<file path="src/dallanma_macros.svh">
`ifndef DALLANMA_MACROS_SVH
`define DALLANMA_MACROS_SVH

// branch type codes as sent by decode.
`define BRA_BEQ   3'b000
`define BRA_BNE   3'b001
`define BRA_BLT   3'b010
`define BRA_BGE   3'b011
`define BRA_BLTU  3'b100
`define BRA_BGEU  3'b101
// 3'b110 and 3'b111 are not valid branch kinds.

// width of pc, offset and operands.
`define DAL_VERI_GENISLIK  32

// branch history table size.
`define DAL_BHT_DERINLIK   16
`define DAL_BHT_INDIS_BIT  4     // table index taken from pc[5:2].

// register byte offsets on the wishbone port.
`define DAL_ADR_KONTROL         32'h0000_0000
`define DAL_ADR_DAL_SAYISI      32'h0000_0004
`define DAL_ADR_ATLANAN_SAYISI  32'h0000_0008
`define DAL_ADR_HATA_SAYISI     32'h0000_000C

`endif
</file>
<file path="src/dallanma_pkg.sv">
`default_nettype none

`include "dallanma_macros.svh"

package dallanma_pkg;

    // the six conditional branch kinds.
    typedef enum logic [2:0] {
        DAL_BEQ  = `BRA_BEQ,
        DAL_BNE  = `BRA_BNE,
        DAL_BLT  = `BRA_BLT,
        DAL_BGE  = `BRA_BGE,
        DAL_BLTU = `BRA_BLTU,
        DAL_BGEU = `BRA_BGEU
    } dal_tur_t;

    // 2-bit saturating counter whose msb is the prediction.
    typedef logic [1:0] ongoru_sayac_t;

    // registered resolution result of 35 bits.
    typedef struct packed {
        logic                          gecerli;  // a real branch was resolved.
        logic                          atladi;   // branch taken.
        logic                          hata;     // prediction was wrong.
        logic [`DAL_VERI_GENISLIK-1:0] hedef;    // corrected fetch address.
    } cozum_t;

endpackage

`default_nettype wire

</file>
<file path="src/dallanma_ust.sv">
`timescale 1ns/100ps
`default_nettype none

`include "dallanma_macros.svh"

module dallanma_ust
    import dallanma_pkg::*;
(
    input  wire logic                               clk_i,
    input  wire logic                               rst_i,
    input  wire logic [`DAL_VERI_GENISLIK-1:0]      getir_ps_i,
    output logic                                    ongoru_o,
    input  wire logic                               blok_aktif_i,
    input  wire dal_tur_t                           dal_buy_turu_i,
    input  wire logic                               dallanma_ongorusu_i,
    input  wire logic [`DAL_VERI_GENISLIK-1:0]      ps_i,
    input  wire logic [`DAL_VERI_GENISLIK-1:0]      br_i,
    input  wire logic [`DAL_VERI_GENISLIK-1:0]      rs1_i,
    input  wire logic [`DAL_VERI_GENISLIK-1:0]      rs2_i,
    output logic                                    guncelle_gecerli_o,
    output logic                                    guncelle_atladi_o,
    output logic                                    dallanma_hata_o,
    output logic      [`DAL_VERI_GENISLIK-1:0]      guncelle_hedef_adresi_o,
    input  wire logic                               wb_cyc_i,
    input  wire logic                               wb_stb_i,
    input  wire logic                               wb_we_i,
    input  wire logic [`DAL_VERI_GENISLIK-1:0]      wb_adr_i,
    input  wire logic [`DAL_VERI_GENISLIK-1:0]      wb_dat_i,
    input  wire logic [3:0]                         wb_sel_i,
    output logic      [`DAL_VERI_GENISLIK-1:0]      wb_dat_o,
    output logic                                    wb_ack_o
);

    logic                           esit_mi;
    logic                           kucuk_isaretli;
    logic                           kucuk_isaretsiz;
    logic                           ongoru_etkin;
    cozum_t                         cozum;
    logic [`DAL_VERI_GENISLIK-1:0]  cozum_ps;   // pc of the result in cozum.

    karsilastirici u_karsilastirici (
        .rs1_i             (rs1_i),
        .rs2_i             (rs2_i),
        .esit_mi_o         (esit_mi),
        .kucuk_isaretli_o  (kucuk_isaretli),
        .kucuk_isaretsiz_o (kucuk_isaretsiz)
    );

    dallanma_birimi u_dallanma_birimi (
        .clk_i               (clk_i),
        .rst_i               (rst_i),
        .blok_aktif_i        (blok_aktif_i),
        .dal_buy_turu_i      (dal_buy_turu_i),
        .dallanma_ongorusu_i (dallanma_ongorusu_i),
        .esit_mi_i           (esit_mi),
        .kucuk_isaretli_i    (kucuk_isaretli),
        .kucuk_isaretsiz_i   (kucuk_isaretsiz),
        .ps_i                (ps_i),
        .br_i                (br_i),
        .cozum_o             (cozum)
    );

    // pc follows its result by one stage for training.
    always_ff @(posedge clk_i) begin
        cozum_ps <= ps_i;
    end

    dallanma_ongorucu u_dallanma_ongorucu (
        .clk_i          (clk_i),
        .rst_i          (rst_i),
        .getir_ps_i     (getir_ps_i),
        .ongoru_etkin_i (ongoru_etkin),
        .cozum_i        (cozum),
        .cozum_ps_i     (cozum_ps),
        .ongoru_o       (ongoru_o)
    );

    dallanma_yazmaclari u_dallanma_yazmaclari (
        .clk_i          (clk_i),
        .rst_i          (rst_i),
        .wb_cyc_i       (wb_cyc_i),
        .wb_stb_i       (wb_stb_i),
        .wb_we_i        (wb_we_i),
        .wb_adr_i       (wb_adr_i),
        .wb_dat_i       (wb_dat_i),
        .wb_sel_i       (wb_sel_i),
        .wb_dat_o       (wb_dat_o),
        .wb_ack_o       (wb_ack_o),
        .cozum_i        (cozum),
        .ongoru_etkin_o (ongoru_etkin)
    );

    assign guncelle_gecerli_o      = cozum.gecerli;
    assign guncelle_atladi_o       = cozum.atladi;
    assign dallanma_hata_o         = cozum.hata;
    assign guncelle_hedef_adresi_o = cozum.hedef;

endmodule

`default_nettype wire

</file>
<file path="src/dallanma_yazmaclari.sv">
`timescale 1ns/100ps
`default_nettype none

`include "dallanma_macros.svh"

module dallanma_yazmaclari
    import dallanma_pkg::*;
(
    input  wire logic                               clk_i,
    input  wire logic                               rst_i,
    input  wire logic                               wb_cyc_i,
    input  wire logic                               wb_stb_i,
    input  wire logic                               wb_we_i,
    input  wire logic [`DAL_VERI_GENISLIK-1:0]      wb_adr_i,
    input  wire logic [`DAL_VERI_GENISLIK-1:0]      wb_dat_i,
    input  wire logic [3:0]                         wb_sel_i,
    output logic      [`DAL_VERI_GENISLIK-1:0]      wb_dat_o,
    output logic                                    wb_ack_o,
    input  wire cozum_t                             cozum_i,
    output logic                                    ongoru_etkin_o
);

    logic                           istek;
    logic                           yazma;
    logic                           kontrol_yaz;
    logic                           temizle;
    logic [2:0]                     olay;
    logic [`DAL_VERI_GENISLIK-1:0]  sayaclar [3];
    logic [`DAL_VERI_GENISLIK-1:0]  okuma_verisi;

    // new request only, so ack stays a single cycle pulse.
    assign istek = wb_cyc_i & wb_stb_i & ~wb_ack_o;
    assign yazma = istek & wb_we_i;

    // control lives in byte lane 0.
    assign kontrol_yaz = yazma & (wb_adr_i == `DAL_ADR_KONTROL) & wb_sel_i[0];
    assign temizle     = kontrol_yaz & wb_dat_i[1];

    // event bit 0 is valid, bit 1 taken and bit 2 mispredict.
    assign olay[0] = cozum_i.gecerli;
    assign olay[1] = cozum_i.gecerli & cozum_i.atladi;
    assign olay[2] = cozum_i.gecerli & cozum_i.hata;

    always_ff @(posedge clk_i) begin
        if (rst_i) begin
            wb_ack_o <= 1'b0;
        end else begin
            wb_ack_o <= istek;
        end
    end

    always_ff @(posedge clk_i) begin
        if (rst_i) begin
            ongoru_etkin_o <= 1'b1;     // predictor on out of reset.
        end else if (kontrol_yaz) begin
            ongoru_etkin_o <= wb_dat_i[0];
        end
    end

    // event counters where a clear beats an increment.
    always_ff @(posedge clk_i) begin
        if (rst_i || temizle) begin
            for (int k = 0; k < 3; k++) begin
                sayaclar[k] <= '0;
            end
        end else begin
            for (int k = 0; k < 3; k++) begin
                if (olay[k]) begin
                    sayaclar[k] <= sayaclar[k] + 1'b1;
                end
            end
        end
    end

    // read mux where bit 1 of control never reads back.
    always_comb begin
        case (wb_adr_i)
            `DAL_ADR_KONTROL: begin
                okuma_verisi = {{(`DAL_VERI_GENISLIK-1){1'b0}}, ongoru_etkin_o};
            end
            `DAL_ADR_DAL_SAYISI: begin
                okuma_verisi = sayaclar[0];
            end
            `DAL_ADR_ATLANAN_SAYISI: begin
                okuma_verisi = sayaclar[1];
            end
            `DAL_ADR_HATA_SAYISI: begin
                okuma_verisi = sayaclar[2];
            end
            default: begin
                okuma_verisi = '0;  // unmapped.
            end
        endcase
    end

    // data launched together with ack.
    always_ff @(posedge clk_i) begin
        if (istek) begin
            wb_dat_o <= okuma_verisi;
        end
    end

endmodule

`default_nettype wire

</file>
<file path="src/dallanma_ongorucu.sv">
`timescale 1ns/100ps
`default_nettype none

`include "dallanma_macros.svh"

module dallanma_ongorucu
    import dallanma_pkg::*;
(
    input  wire logic                               clk_i,
    input  wire logic                               rst_i,
    input  wire logic [`DAL_VERI_GENISLIK-1:0]      getir_ps_i,
    input  wire logic                               ongoru_etkin_i,
    input  wire cozum_t                             cozum_i,
    input  wire logic [`DAL_VERI_GENISLIK-1:0]      cozum_ps_i,
    output logic                                    ongoru_o
);

    ongoru_sayac_t                   tablo [`DAL_BHT_DERINLIK];

    logic [`DAL_BHT_INDIS_BIT-1:0]   getir_indis;
    logic [`DAL_BHT_INDIS_BIT-1:0]   guncel_indis;
    ongoru_sayac_t                   eski_sayac;
    ongoru_sayac_t                   yeni_sayac;

    // word aligned pc, so bits 1:0 are skipped.
    assign getir_indis  = getir_ps_i[`DAL_BHT_INDIS_BIT+1:2];
    assign guncel_indis = cozum_ps_i[`DAL_BHT_INDIS_BIT+1:2];

    // fetch side read of the counter msb.
    assign ongoru_o = ongoru_etkin_i & tablo[getir_indis][1];

    assign eski_sayac = tablo[guncel_indis];

    // saturating step toward the outcome.
    always_comb begin
        yeni_sayac = eski_sayac;
        if (cozum_i.atladi) begin
            if (eski_sayac != 2'b11) begin
                yeni_sayac = eski_sayac + 2'b01;
            end
        end else begin
            if (eski_sayac != 2'b00) begin
                yeni_sayac = eski_sayac - 2'b01;
            end
        end
    end

    always_ff @(posedge clk_i) begin
        if (rst_i) begin
            for (int i = 0; i < `DAL_BHT_DERINLIK; i++) begin
                tablo[i] <= 2'b01;  // weakly not taken.
            end
        end else if (cozum_i.gecerli) begin
            tablo[guncel_indis] <= yeni_sayac;
        end
    end

endmodule

`default_nettype wire

</file>
<file path="src/dallanma_birimi.sv">
`timescale 1ns/100ps
`default_nettype none

`include "dallanma_macros.svh"

module dallanma_birimi
    import dallanma_pkg::*;
(
    input  wire logic                               clk_i,
    input  wire logic                               rst_i,
    input  wire logic                               blok_aktif_i,
    input  wire dal_tur_t                           dal_buy_turu_i,
    input  wire logic                               dallanma_ongorusu_i,
    input  wire logic                               esit_mi_i,
    input  wire logic                               kucuk_isaretli_i,
    input  wire logic                               kucuk_isaretsiz_i,
    input  wire logic [`DAL_VERI_GENISLIK-1:0]      ps_i,
    input  wire logic [`DAL_VERI_GENISLIK-1:0]      br_i,
    output cozum_t                                  cozum_o
);

    logic   gecerli_d;
    logic   atladi_d;
    cozum_t sonraki;

    // taken condition per branch kind.
    always_comb begin
        gecerli_d = blok_aktif_i;
        atladi_d  = 1'b0;
        case (dal_buy_turu_i)
            DAL_BEQ: begin
                atladi_d = esit_mi_i;
            end
            DAL_BNE: begin
                atladi_d = ~esit_mi_i;
            end
            DAL_BLT: begin
                atladi_d = kucuk_isaretli_i;
            end
            DAL_BGE: begin
                atladi_d = ~kucuk_isaretli_i;
            end
            DAL_BLTU: begin
                atladi_d = kucuk_isaretsiz_i;
            end
            DAL_BGEU: begin
                atladi_d = ~kucuk_isaretsiz_i;
            end
            default: begin
                gecerli_d = 1'b0;   // codes 110 and 111.
            end
        endcase
    end

    // result word stays all zero unless a valid branch is present.
    always_comb begin
        sonraki = '0;
        if (gecerli_d) begin
            sonraki.gecerli = 1'b1;
            sonraki.atladi  = atladi_d;
            sonraki.hata    = atladi_d ^ dallanma_ongorusu_i;
            if (atladi_d) begin
                sonraki.hedef = ps_i + br_i;
            end else begin
                // fetch restart point after a wrong taken guess.
                sonraki.hedef = ps_i + `DAL_VERI_GENISLIK'd4;
            end
        end
    end

    always_ff @(posedge clk_i) begin
        if (rst_i) begin
            cozum_o <= '0;
        end else begin
            cozum_o <= sonraki;     // new result every cycle.
        end
    end

endmodule

`default_nettype wire

</file>
<file path="src/karsilastirici.sv">
`timescale 1ns/100ps
`default_nettype none

`include "dallanma_macros.svh"

// One subtractor serves all six branch conditions. The borrow out gives
// the unsigned result; the signed result falls back to the sign bits
// when the operands differ in sign.
module karsilastirici (
    input  wire logic [`DAL_VERI_GENISLIK-1:0] rs1_i,
    input  wire logic [`DAL_VERI_GENISLIK-1:0] rs2_i,
    output logic                               esit_mi_o,
    output logic                               kucuk_isaretli_o,
    output logic                               kucuk_isaretsiz_o
);

    logic [`DAL_VERI_GENISLIK:0]   fark;      // one extra bit for the borrow.
    logic                          isaret_1;
    logic                          isaret_2;

    assign fark     = {1'b0, rs1_i} - {1'b0, rs2_i};
    assign isaret_1 = rs1_i[`DAL_VERI_GENISLIK-1];
    assign isaret_2 = rs2_i[`DAL_VERI_GENISLIK-1];

    assign esit_mi_o = (rs1_i == rs2_i);

    // borrow set means rs1 < rs2 as unsigned.
    assign kucuk_isaretsiz_o = fark[`DAL_VERI_GENISLIK];

    always_comb begin
        if (isaret_1 != isaret_2) begin
            kucuk_isaretli_o = isaret_1;    // negative one is smaller.
        end else begin
            kucuk_isaretli_o = fark[`DAL_VERI_GENISLIK-1];  // same sign cannot overflow.
        end
    end

endmodule

`default_nettype wire

</file>
<file path="config.mk">
export PLATFORM = sky130hd
export DESIGN_NAME = dallanma_ust
export DESIGN_NICKNAME = d
export VERILOG_FILES = /design/src/dallanma_pkg.sv /design/src/dallanma_ust.sv /design/src/dallanma_yazmaclari.sv /design/src/dallanma_ongorucu.sv /design/src/dallanma_birimi.sv /design/src/karsilastirici.sv
export VERILOG_INCLUDE_DIRS = /design/src /design/src/src
export SDC_FILE = /design/constraint.sdc
export NUM_CORES = 1
export LEC_CHECK = 0
export BUFFER_PORTS_ARGS = -buffer_cell sky130_fd_sc_hd__buf_2
export CORE_MARGIN = 2
export CORE_UTILIZATION = 35
export DETAILED_ROUTE_END_ITERATION = 12
export PLACE_DENSITY = 0.65
export SLEW_MARGIN = 10
export SYNTH_ARGS = -nofsm -noshare
export SYNTH_HDL_FRONTEND = slang
export SYNTH_SLANG_ARGS = --single-unit
</file>
<file path="constraint.sdc">
create_clock -name clk_i -period 4.1 [get_ports clk_i]
set_input_delay 0.615 -clock clk_i [delete_from_list [all_inputs] [get_ports clk_i]]
set_output_delay 0.615 -clock clk_i [all_outputs]
set_load 0.03 [all_outputs]
</file>
# [Word-level counts from Yosys, hierarchy flattened]
# Memories as Yosys holds them, arrays and structs flattened. A register that Yosys moved wholly into a read port is not among the register bits.
# Cells that the tools add are included.
[totals] ff_bits=75 latchBits=0 mem_bits_rw=128 romBits=0 input_bits=238 out_inout_bits=69 wordCells=84 memories=2
[op_classes] addsub=8 multipliers=0 div_mod_pow=0 magnitude_cmp=0 eq_ne=11 shifts=0 mux=30 bitwise=18 n_reduce_logical=7
[memory_table] name="u_dallanma_yazmaclari.sayaclar" depth=3 word_bits=32 rd=3 rd_clocked_by_memory_dff=0 wr=3 line_no="dallanma_yazmaclari.sv:28" rtl="logic [`DAL_VERI_GENISLIK-1:0] sayaclar [3];"
[memory_table] name="u_dallanma_ongorucu.tablo" depth=16 word_bits=2 rd=2 rd_clocked_by_memory_dff=1 wr=16 line_no="dallanma_ongorucu.sv:18" rtl="ongoru_sayac_t tablo [`DAL_BHT_DERINLIK];"
[op_table] cell="32-bit two-way mux" count=4
[op_table] cell="32-bit one-hot mux with 4 select lines" count=1
[op_table] cell="32-bit by 1-bit adder with 32-bit output (second input constant)" count=3
[op_table] cell="32-bit by 4-bit equality test with 1-bit output (second input constant)" count=2
[op_table] cell="35-bit two-way mux" count=1
[op_table] cell="32-bit by 32-bit subtractor with 33-bit output" count=1
[op_table] cell="32-bit by 3-bit adder with 32-bit output (second input constant)" count=1
[op_table] cell="32-bit adder" count=1
[op_table] cell="32-bit by 3-bit equality test with 1-bit output (second input constant)" count=1
[op_table] cell="32-bit equality test" count=1
[op_table] cell="32-bit logical NOT" count=1
[op_table] cell="1-bit two-way mux" count=18
[op_table] cell="1-bit bitwise AND" count=9
[op_table] cell="2-bit two-way mux" count=4
[op_table] cell="3-bit by 2-bit equality test with 1-bit output (second input constant)" count=2
[op_table] cell="3-bit equality test (second input constant)" count=2
[op_table] cell="1-bit one-hot mux with 6 select lines" count=1
[op_table] cell="6-bit OR reduction" count=1
[op_table] cell="1-bit inverter" count=5
[op_table] cell="4-bit two-way mux" count=1
[op_table] cell="2-bit OR reduction" count=2
[op_table] cell="3-bit by 1-bit equality test with 1-bit output (second input constant)" count=1
[op_table] cell="3-bit logical NOT" count=1
[op_table] cell="1-bit bitwise OR" count=3
[op_table] cell="other kinds (7)" count=7

# [Logic depth before layout (Yosys ltp)]
[logic_depth] ltp_word=10 mapped_depth=18 depth_no_buf=17

# [Cells and area by module]
# From an unflattened synthesis, not the netlist that was laid out.
[hier_totals] hier_cells=1378 hier_area_um2=13719.4
[by_module_without_submodules] mod="dallanma_yazmaclari" n_inst=1 cells_per_inst=642 area_each_um2=7038.0 seq_area_each_um2=3883.7
[by_module_without_submodules] mod="dallanma_birimi" n_inst=1 cells_per_inst=438 area_each_um2=3350.7 seq_area_each_um2=700.7
[by_module_without_submodules] mod="dallanma_ongorucu" n_inst=1 cells_per_inst=148 area_each_um2=1829.3 seq_area_each_um2=960.9
[by_module_without_submodules] mod="karsilastirici" n_inst=1 cells_per_inst=118 area_each_um2=860.8 seq_area_each_um2=0.0
[by_module_without_submodules] mod="dallanma_ust" n_inst=1 cells_per_inst=32 area_each_um2=640.6 seq_area_each_um2=640.6

# [Worst setup path after synthesis]
# Ideal clock, no wire load.
[synth_timing] path_type="input port to flip-flop" startpoint="in rs2_i[16]" endpoint="reg u_dallanma_birimi.cozum_o[31] (netlist bit)" setup_ns=0.062 arrival_time_ns=3.354 required_ns=4.038 path_slack_ns=0.683 cell_stages=18 n_path_buf=1 cell_sequence="inv_1 ha_1 a21o_1 a21o_1 a21o_1 a21o_1 a21oi_1 o21ai_0 a21oi_1 o21ai_0 nor2_1 fa_1 xnor2_1 a211o_1 and2_1 buf_6 o311a_1 nand3b_1"
[synth_between] elab_chain_len=5 elab_cells_between_ends=8 cone_classes="add/sub: 1; eq/ne: 1; mux: 3; bitwise: 3"
[synth_rtl] item="from (decl)" line_no="dallanma_ust.sv:19" rtl="input wire logic [`DAL_VERI_GENISLIK-1:0] rs2_i,"
[synth_rtl] item="32-bit by 32-bit subtractor with 33-bit output" line_no="karsilastirici.sv:21" rtl="assign fark = {1'b0, rs1_i} - {1'b0, rs2_i};"
[synth_rtl] item="1-bit two-way mux" line_no="karsilastirici.sv:31" rtl="if (isaret_1 != isaret_2) begin"
[synth_rtl] item="1-bit inverter" line_no="dallanma_birimi.sv:41" rtl="atladi_d = ~kucuk_isaretli_i;"
[synth_rtl] item="1-bit one-hot mux with 6 select lines *" line_no="dallanma_birimi.sv:30" rtl="case (dal_buy_turu_i)"
[synth_rtl] item="32-bit two-way mux *" line_no="dallanma_birimi.sv:62" rtl="if (atladi_d) begin"
[synth_rtl] item="to (signal assigned)" line_no="dallanma_birimi.sv:75" rtl="cozum_o <= sonraki;"
[synth_rtl] item="to (decl)" line_no="dallanma_birimi.sv:19" rtl="output cozum_t cozum_o"
# Mark *: on every way between the ends. The rest lies on a longest branch, timed or not.
# A chain may end at the register's enable or synchronous reset.

# [Worst setup path in the final report]
[layout_timing] startpoint="in rs2_i[1]" endpoint="reg u_dallanma_birimi.cozum_o[31] (netlist bit)"
# Same word-level chain as after synthesis.

==> reports/results.ini <==
[sta]
finalHoldViolCount = 0
fin_ws_ns = 0.735
tightest_slew_ns = 0.949
max-slew-margin-rel_pct = 36.5
clock_skew_ns = 0.0246
fmax_ghz = 0.297
drv_slew = 0
final.period_utilization_pct = 82.1
setup-violations-final = 0
post-route-min-period_ns = 3.37
rsz0062_at_grt = no
fin_tns_setup_ns = 0

[global_route]
antenna_found_initial = 6
grt_pass1_wl_um = 53500
grt_max_degree = 94
overflow = 0
track_usage_pct = 17.0
grt_pass1_vias = 10643

[clock_network]
h-tree-depth = 1
cts.sinks = 201
post_cts_resized = 0
cts_made_buffers = 24
clkTransAtPathRegs_ns = 0.06
clkLatencyLatePin_ns = 0.53
clk_root_buffer_cell = clkbuf_16
clk_path_buf_depth = 3
postCtsHoldBufs = 0
post_cts_buffers = 0
cts_tree = built

[yosys]
ys.flop_type = edfxtp_1
synth_warnings = 0
synth-edff-count = 160
synth.distinct_cells = 62
synth_area_um2 = 12900
synth_nets = 1622
synth_cells = 1315
ys_seq_area_share_pct = 43.7
postSynthAreaPerCell_um2 = 9.78
synth_seq_cells = 201
synthArstFlopShare_pct = 0

[routing]
drt_iter0_drc = 556
drt_pass1_iterations = 5
vias_per_cell = 5.22
drc = 0
routed_wl_um = 33400
vias = 10651
drtAntennaViolNets = 0
wl_per_cell_um = 16.4

[power]
p_leak_uw = 0.00619
pwr_density_cell_nw_per_um2 = 355
vdd_drop_max_mv = 0.326

[worst_setup_path]
cp.required_ns = 4.56
worstSetupEndpointType = register
crit_path_start_kind = input pin
r2r_start = cozum_ps[2]$_DFF_P_
crit_slowest_cell = fa_1
path_class = input pin to register
worstPathCellList = buf_2, inv_1, ha_1, nand2b_1, a21oi_1, o21ai_0, a21boi_0, o21a_1, o21a_1, o21ai_0, a21oi_1, nor2_1, fa_1, xnor2_1, a211o_1, and2_1, o311a_1, nand3b_1
rr_worst_depth = 5
crit_fanout = 6
reg2reg_to = u_dallanma_ongorucu.tablo[13][1]$_SDFFCE_PN0P_
cpPeakStageDelay_ns = 0.40
worstPathArrival_ns = 3.83
reg2reg_slack_ns = 1.05

[status]
status = completed

[min_path]
hold_depth = 1
hp-class = input pin to register
hp-start = ps_i[3]
whs_endpoint = cozum_ps[3]$_DFF_P_

[floorplanning]
num_rows = 70
dieArea_um2 = 38300
core_um2 = 36400
die_h_um = 196
initial_core_util_pct = 35.3
die_x_um = 196
num_io_pins = 307

[placed_design]
dp.cells = 1997
pre_cts_slack_ns = 0.207
gp_congestion = 0.867
port_buffers = 245
dpl.hpwl_um = 24900

[cells_and_area]
fin_cells = 2040
final_common_cell = buf_2
layout.nets = 1862
final_cell_mix = 245 x buf_2, 211 x nor2_1, 160 x edfxtp_1, 96 x nand2_1, 76 x xor2_1
drive_gt1_share_pct = 23.2
n_fill_cell = 3604
area_growth_pct = 20.0

[run]
drv_cap = 0

metrics by stage:
step / total power (uW) / hold WS, ns / utilization (%) / instance area, um2
after floorplan: 3020 / 0.545 / - / 12900
after global placement: 3320 / 0.524 / 40.1 / 14600
after global routing: 5710 / 0.267 / 42.4 / 15400
after detailed placement: 3330 / 0.527 / 40.1 / 14600
final: 5490 / 0.282 / 42.4 / 15400
after CTS: 5530 / 0.252 / 42.4 / 15400
state kept, by name (all words and copies together), names as in the netlist:
name	flops
u_dallanma_yazmaclari.ongoru_etkin_o	1
cozum_ps	4
u_dallanma_yazmaclari.sayaclar	96
u_dallanma_ongorucu.tablo	32
u_dallanma_yazmaclari.wb_ack_o	1
u_dallanma_yazmaclari.wb_dat_o	32
u_dallanma_birimi.cozum_o	35
report_power, final:
part           switching, uW  leakage [uW]  internal [uW]
Combinational            537       0.00388            383
Sequential              82.7       0.00192           2300
Clock                    866      0.000394           1320
Total                   1490       0.00619           4000
worst max-delay path: cells and delay by family:
kind | cells | cell delay (ns)
buf+inv | 2 | 0.11
compound gates | 9 | 1.77
fa+ha+maj | 2 | 0.69
simple gates | 4 | 0.50
xor+xnor | 1 | 0.14
routing by layer:
layer | track usage, % | wire (um) | share of wire (%)
met1 | 21.4 | 14400 | 43
met2 | 29.6 | 15800 | 47
met3 | 4.11 | 2350 | 7.1
met4 | 4.29 | 737 | 2.2
met5 | 0 | 65 | 0.19
cell usage after synthesis, drive strengths merged (23+ instances only):
| master | n | area share [%] |
|---|---|---|
| a211oi | 23 | 1.4 |
| a21oi | 47 | 1.8 |
| a22oi | 33 | 1.9 |
| and3 | 37 | 1.8 |
| clkbuf | 26 | 0.76 |
| dfxtp | 41 | 6.4 |
| edfxtp | 160 | 37 |
| ha | 67 | 6.5 |
| inv | 55 | 1.6 |
| mux2 | 31 | 2.7 |
| nand2 | 98 | 2.9 |
| nand2b | 24 | 1.2 |
| nand3 | 69 | 2.7 |
| nand4 | 26 | 1.3 |
| nor2 | 211 | 6.2 |
| o21ai | 41 | 1.6 |
| xnor2 | 65 | 4.4 |
| xor2 | 76 | 5.2 |
logic make-up after synthesis:
logic type	synth area share (%)
DFF	43.7
buffers and inverters	3.13
muxes	5.91
AOI/OAI and AO/OA	10.5
and+or+nand+nor	20.1
xor gates and xnor gates	9.60
adders and majority gates	6.99
cell type report:
class / instances / area (um2) / share of cell area [%]
Clock buffer: 29 / 651 / 4.22
Sequential cell: 201 / 5630 / 36.4
Clock inverter: 13 / 153 / 0.989
Tap cell: 468 / 586 / 3.79
Multi-Input combinational cell: 1014 / 6840 / 44.3
Antenna cell: 1 / 2.50 / 0.0162
Inverter: 55 / 206 / 1.34
Timing Repair Buffer: 259 / 1370 / 8.87
worst max path at each step:
stage	start	endpoint	slack (ns)	depth (start not counted)
global route	rs2_i[1]	u_dallanma_birimi.cozum_o[2]$_SDFF_PP0_	0.47	19
global placement	rs2_i[1]	u_dallanma_birimi.cozum_o[2]$_SDFF_PP0_	0.21	19
CTS	rs2_i[1]	u_dallanma_birimi.cozum_o[2]$_SDFF_PP0_	0.73	19
finish	rs2_i[1]	u_dallanma_birimi.cozum_o[31]$_SDFF_PP0_	0.73	18
floorplan	rs2_i[16]	u_dallanma_birimi.cozum_o[31]$_SDFF_PP0_	0.68	18
detailed placement	rs2_i[1]	u_dallanma_birimi.cozum_o[2]$_SDFF_PP0_	0.21	19
Power figures use the tool's default switching activity.
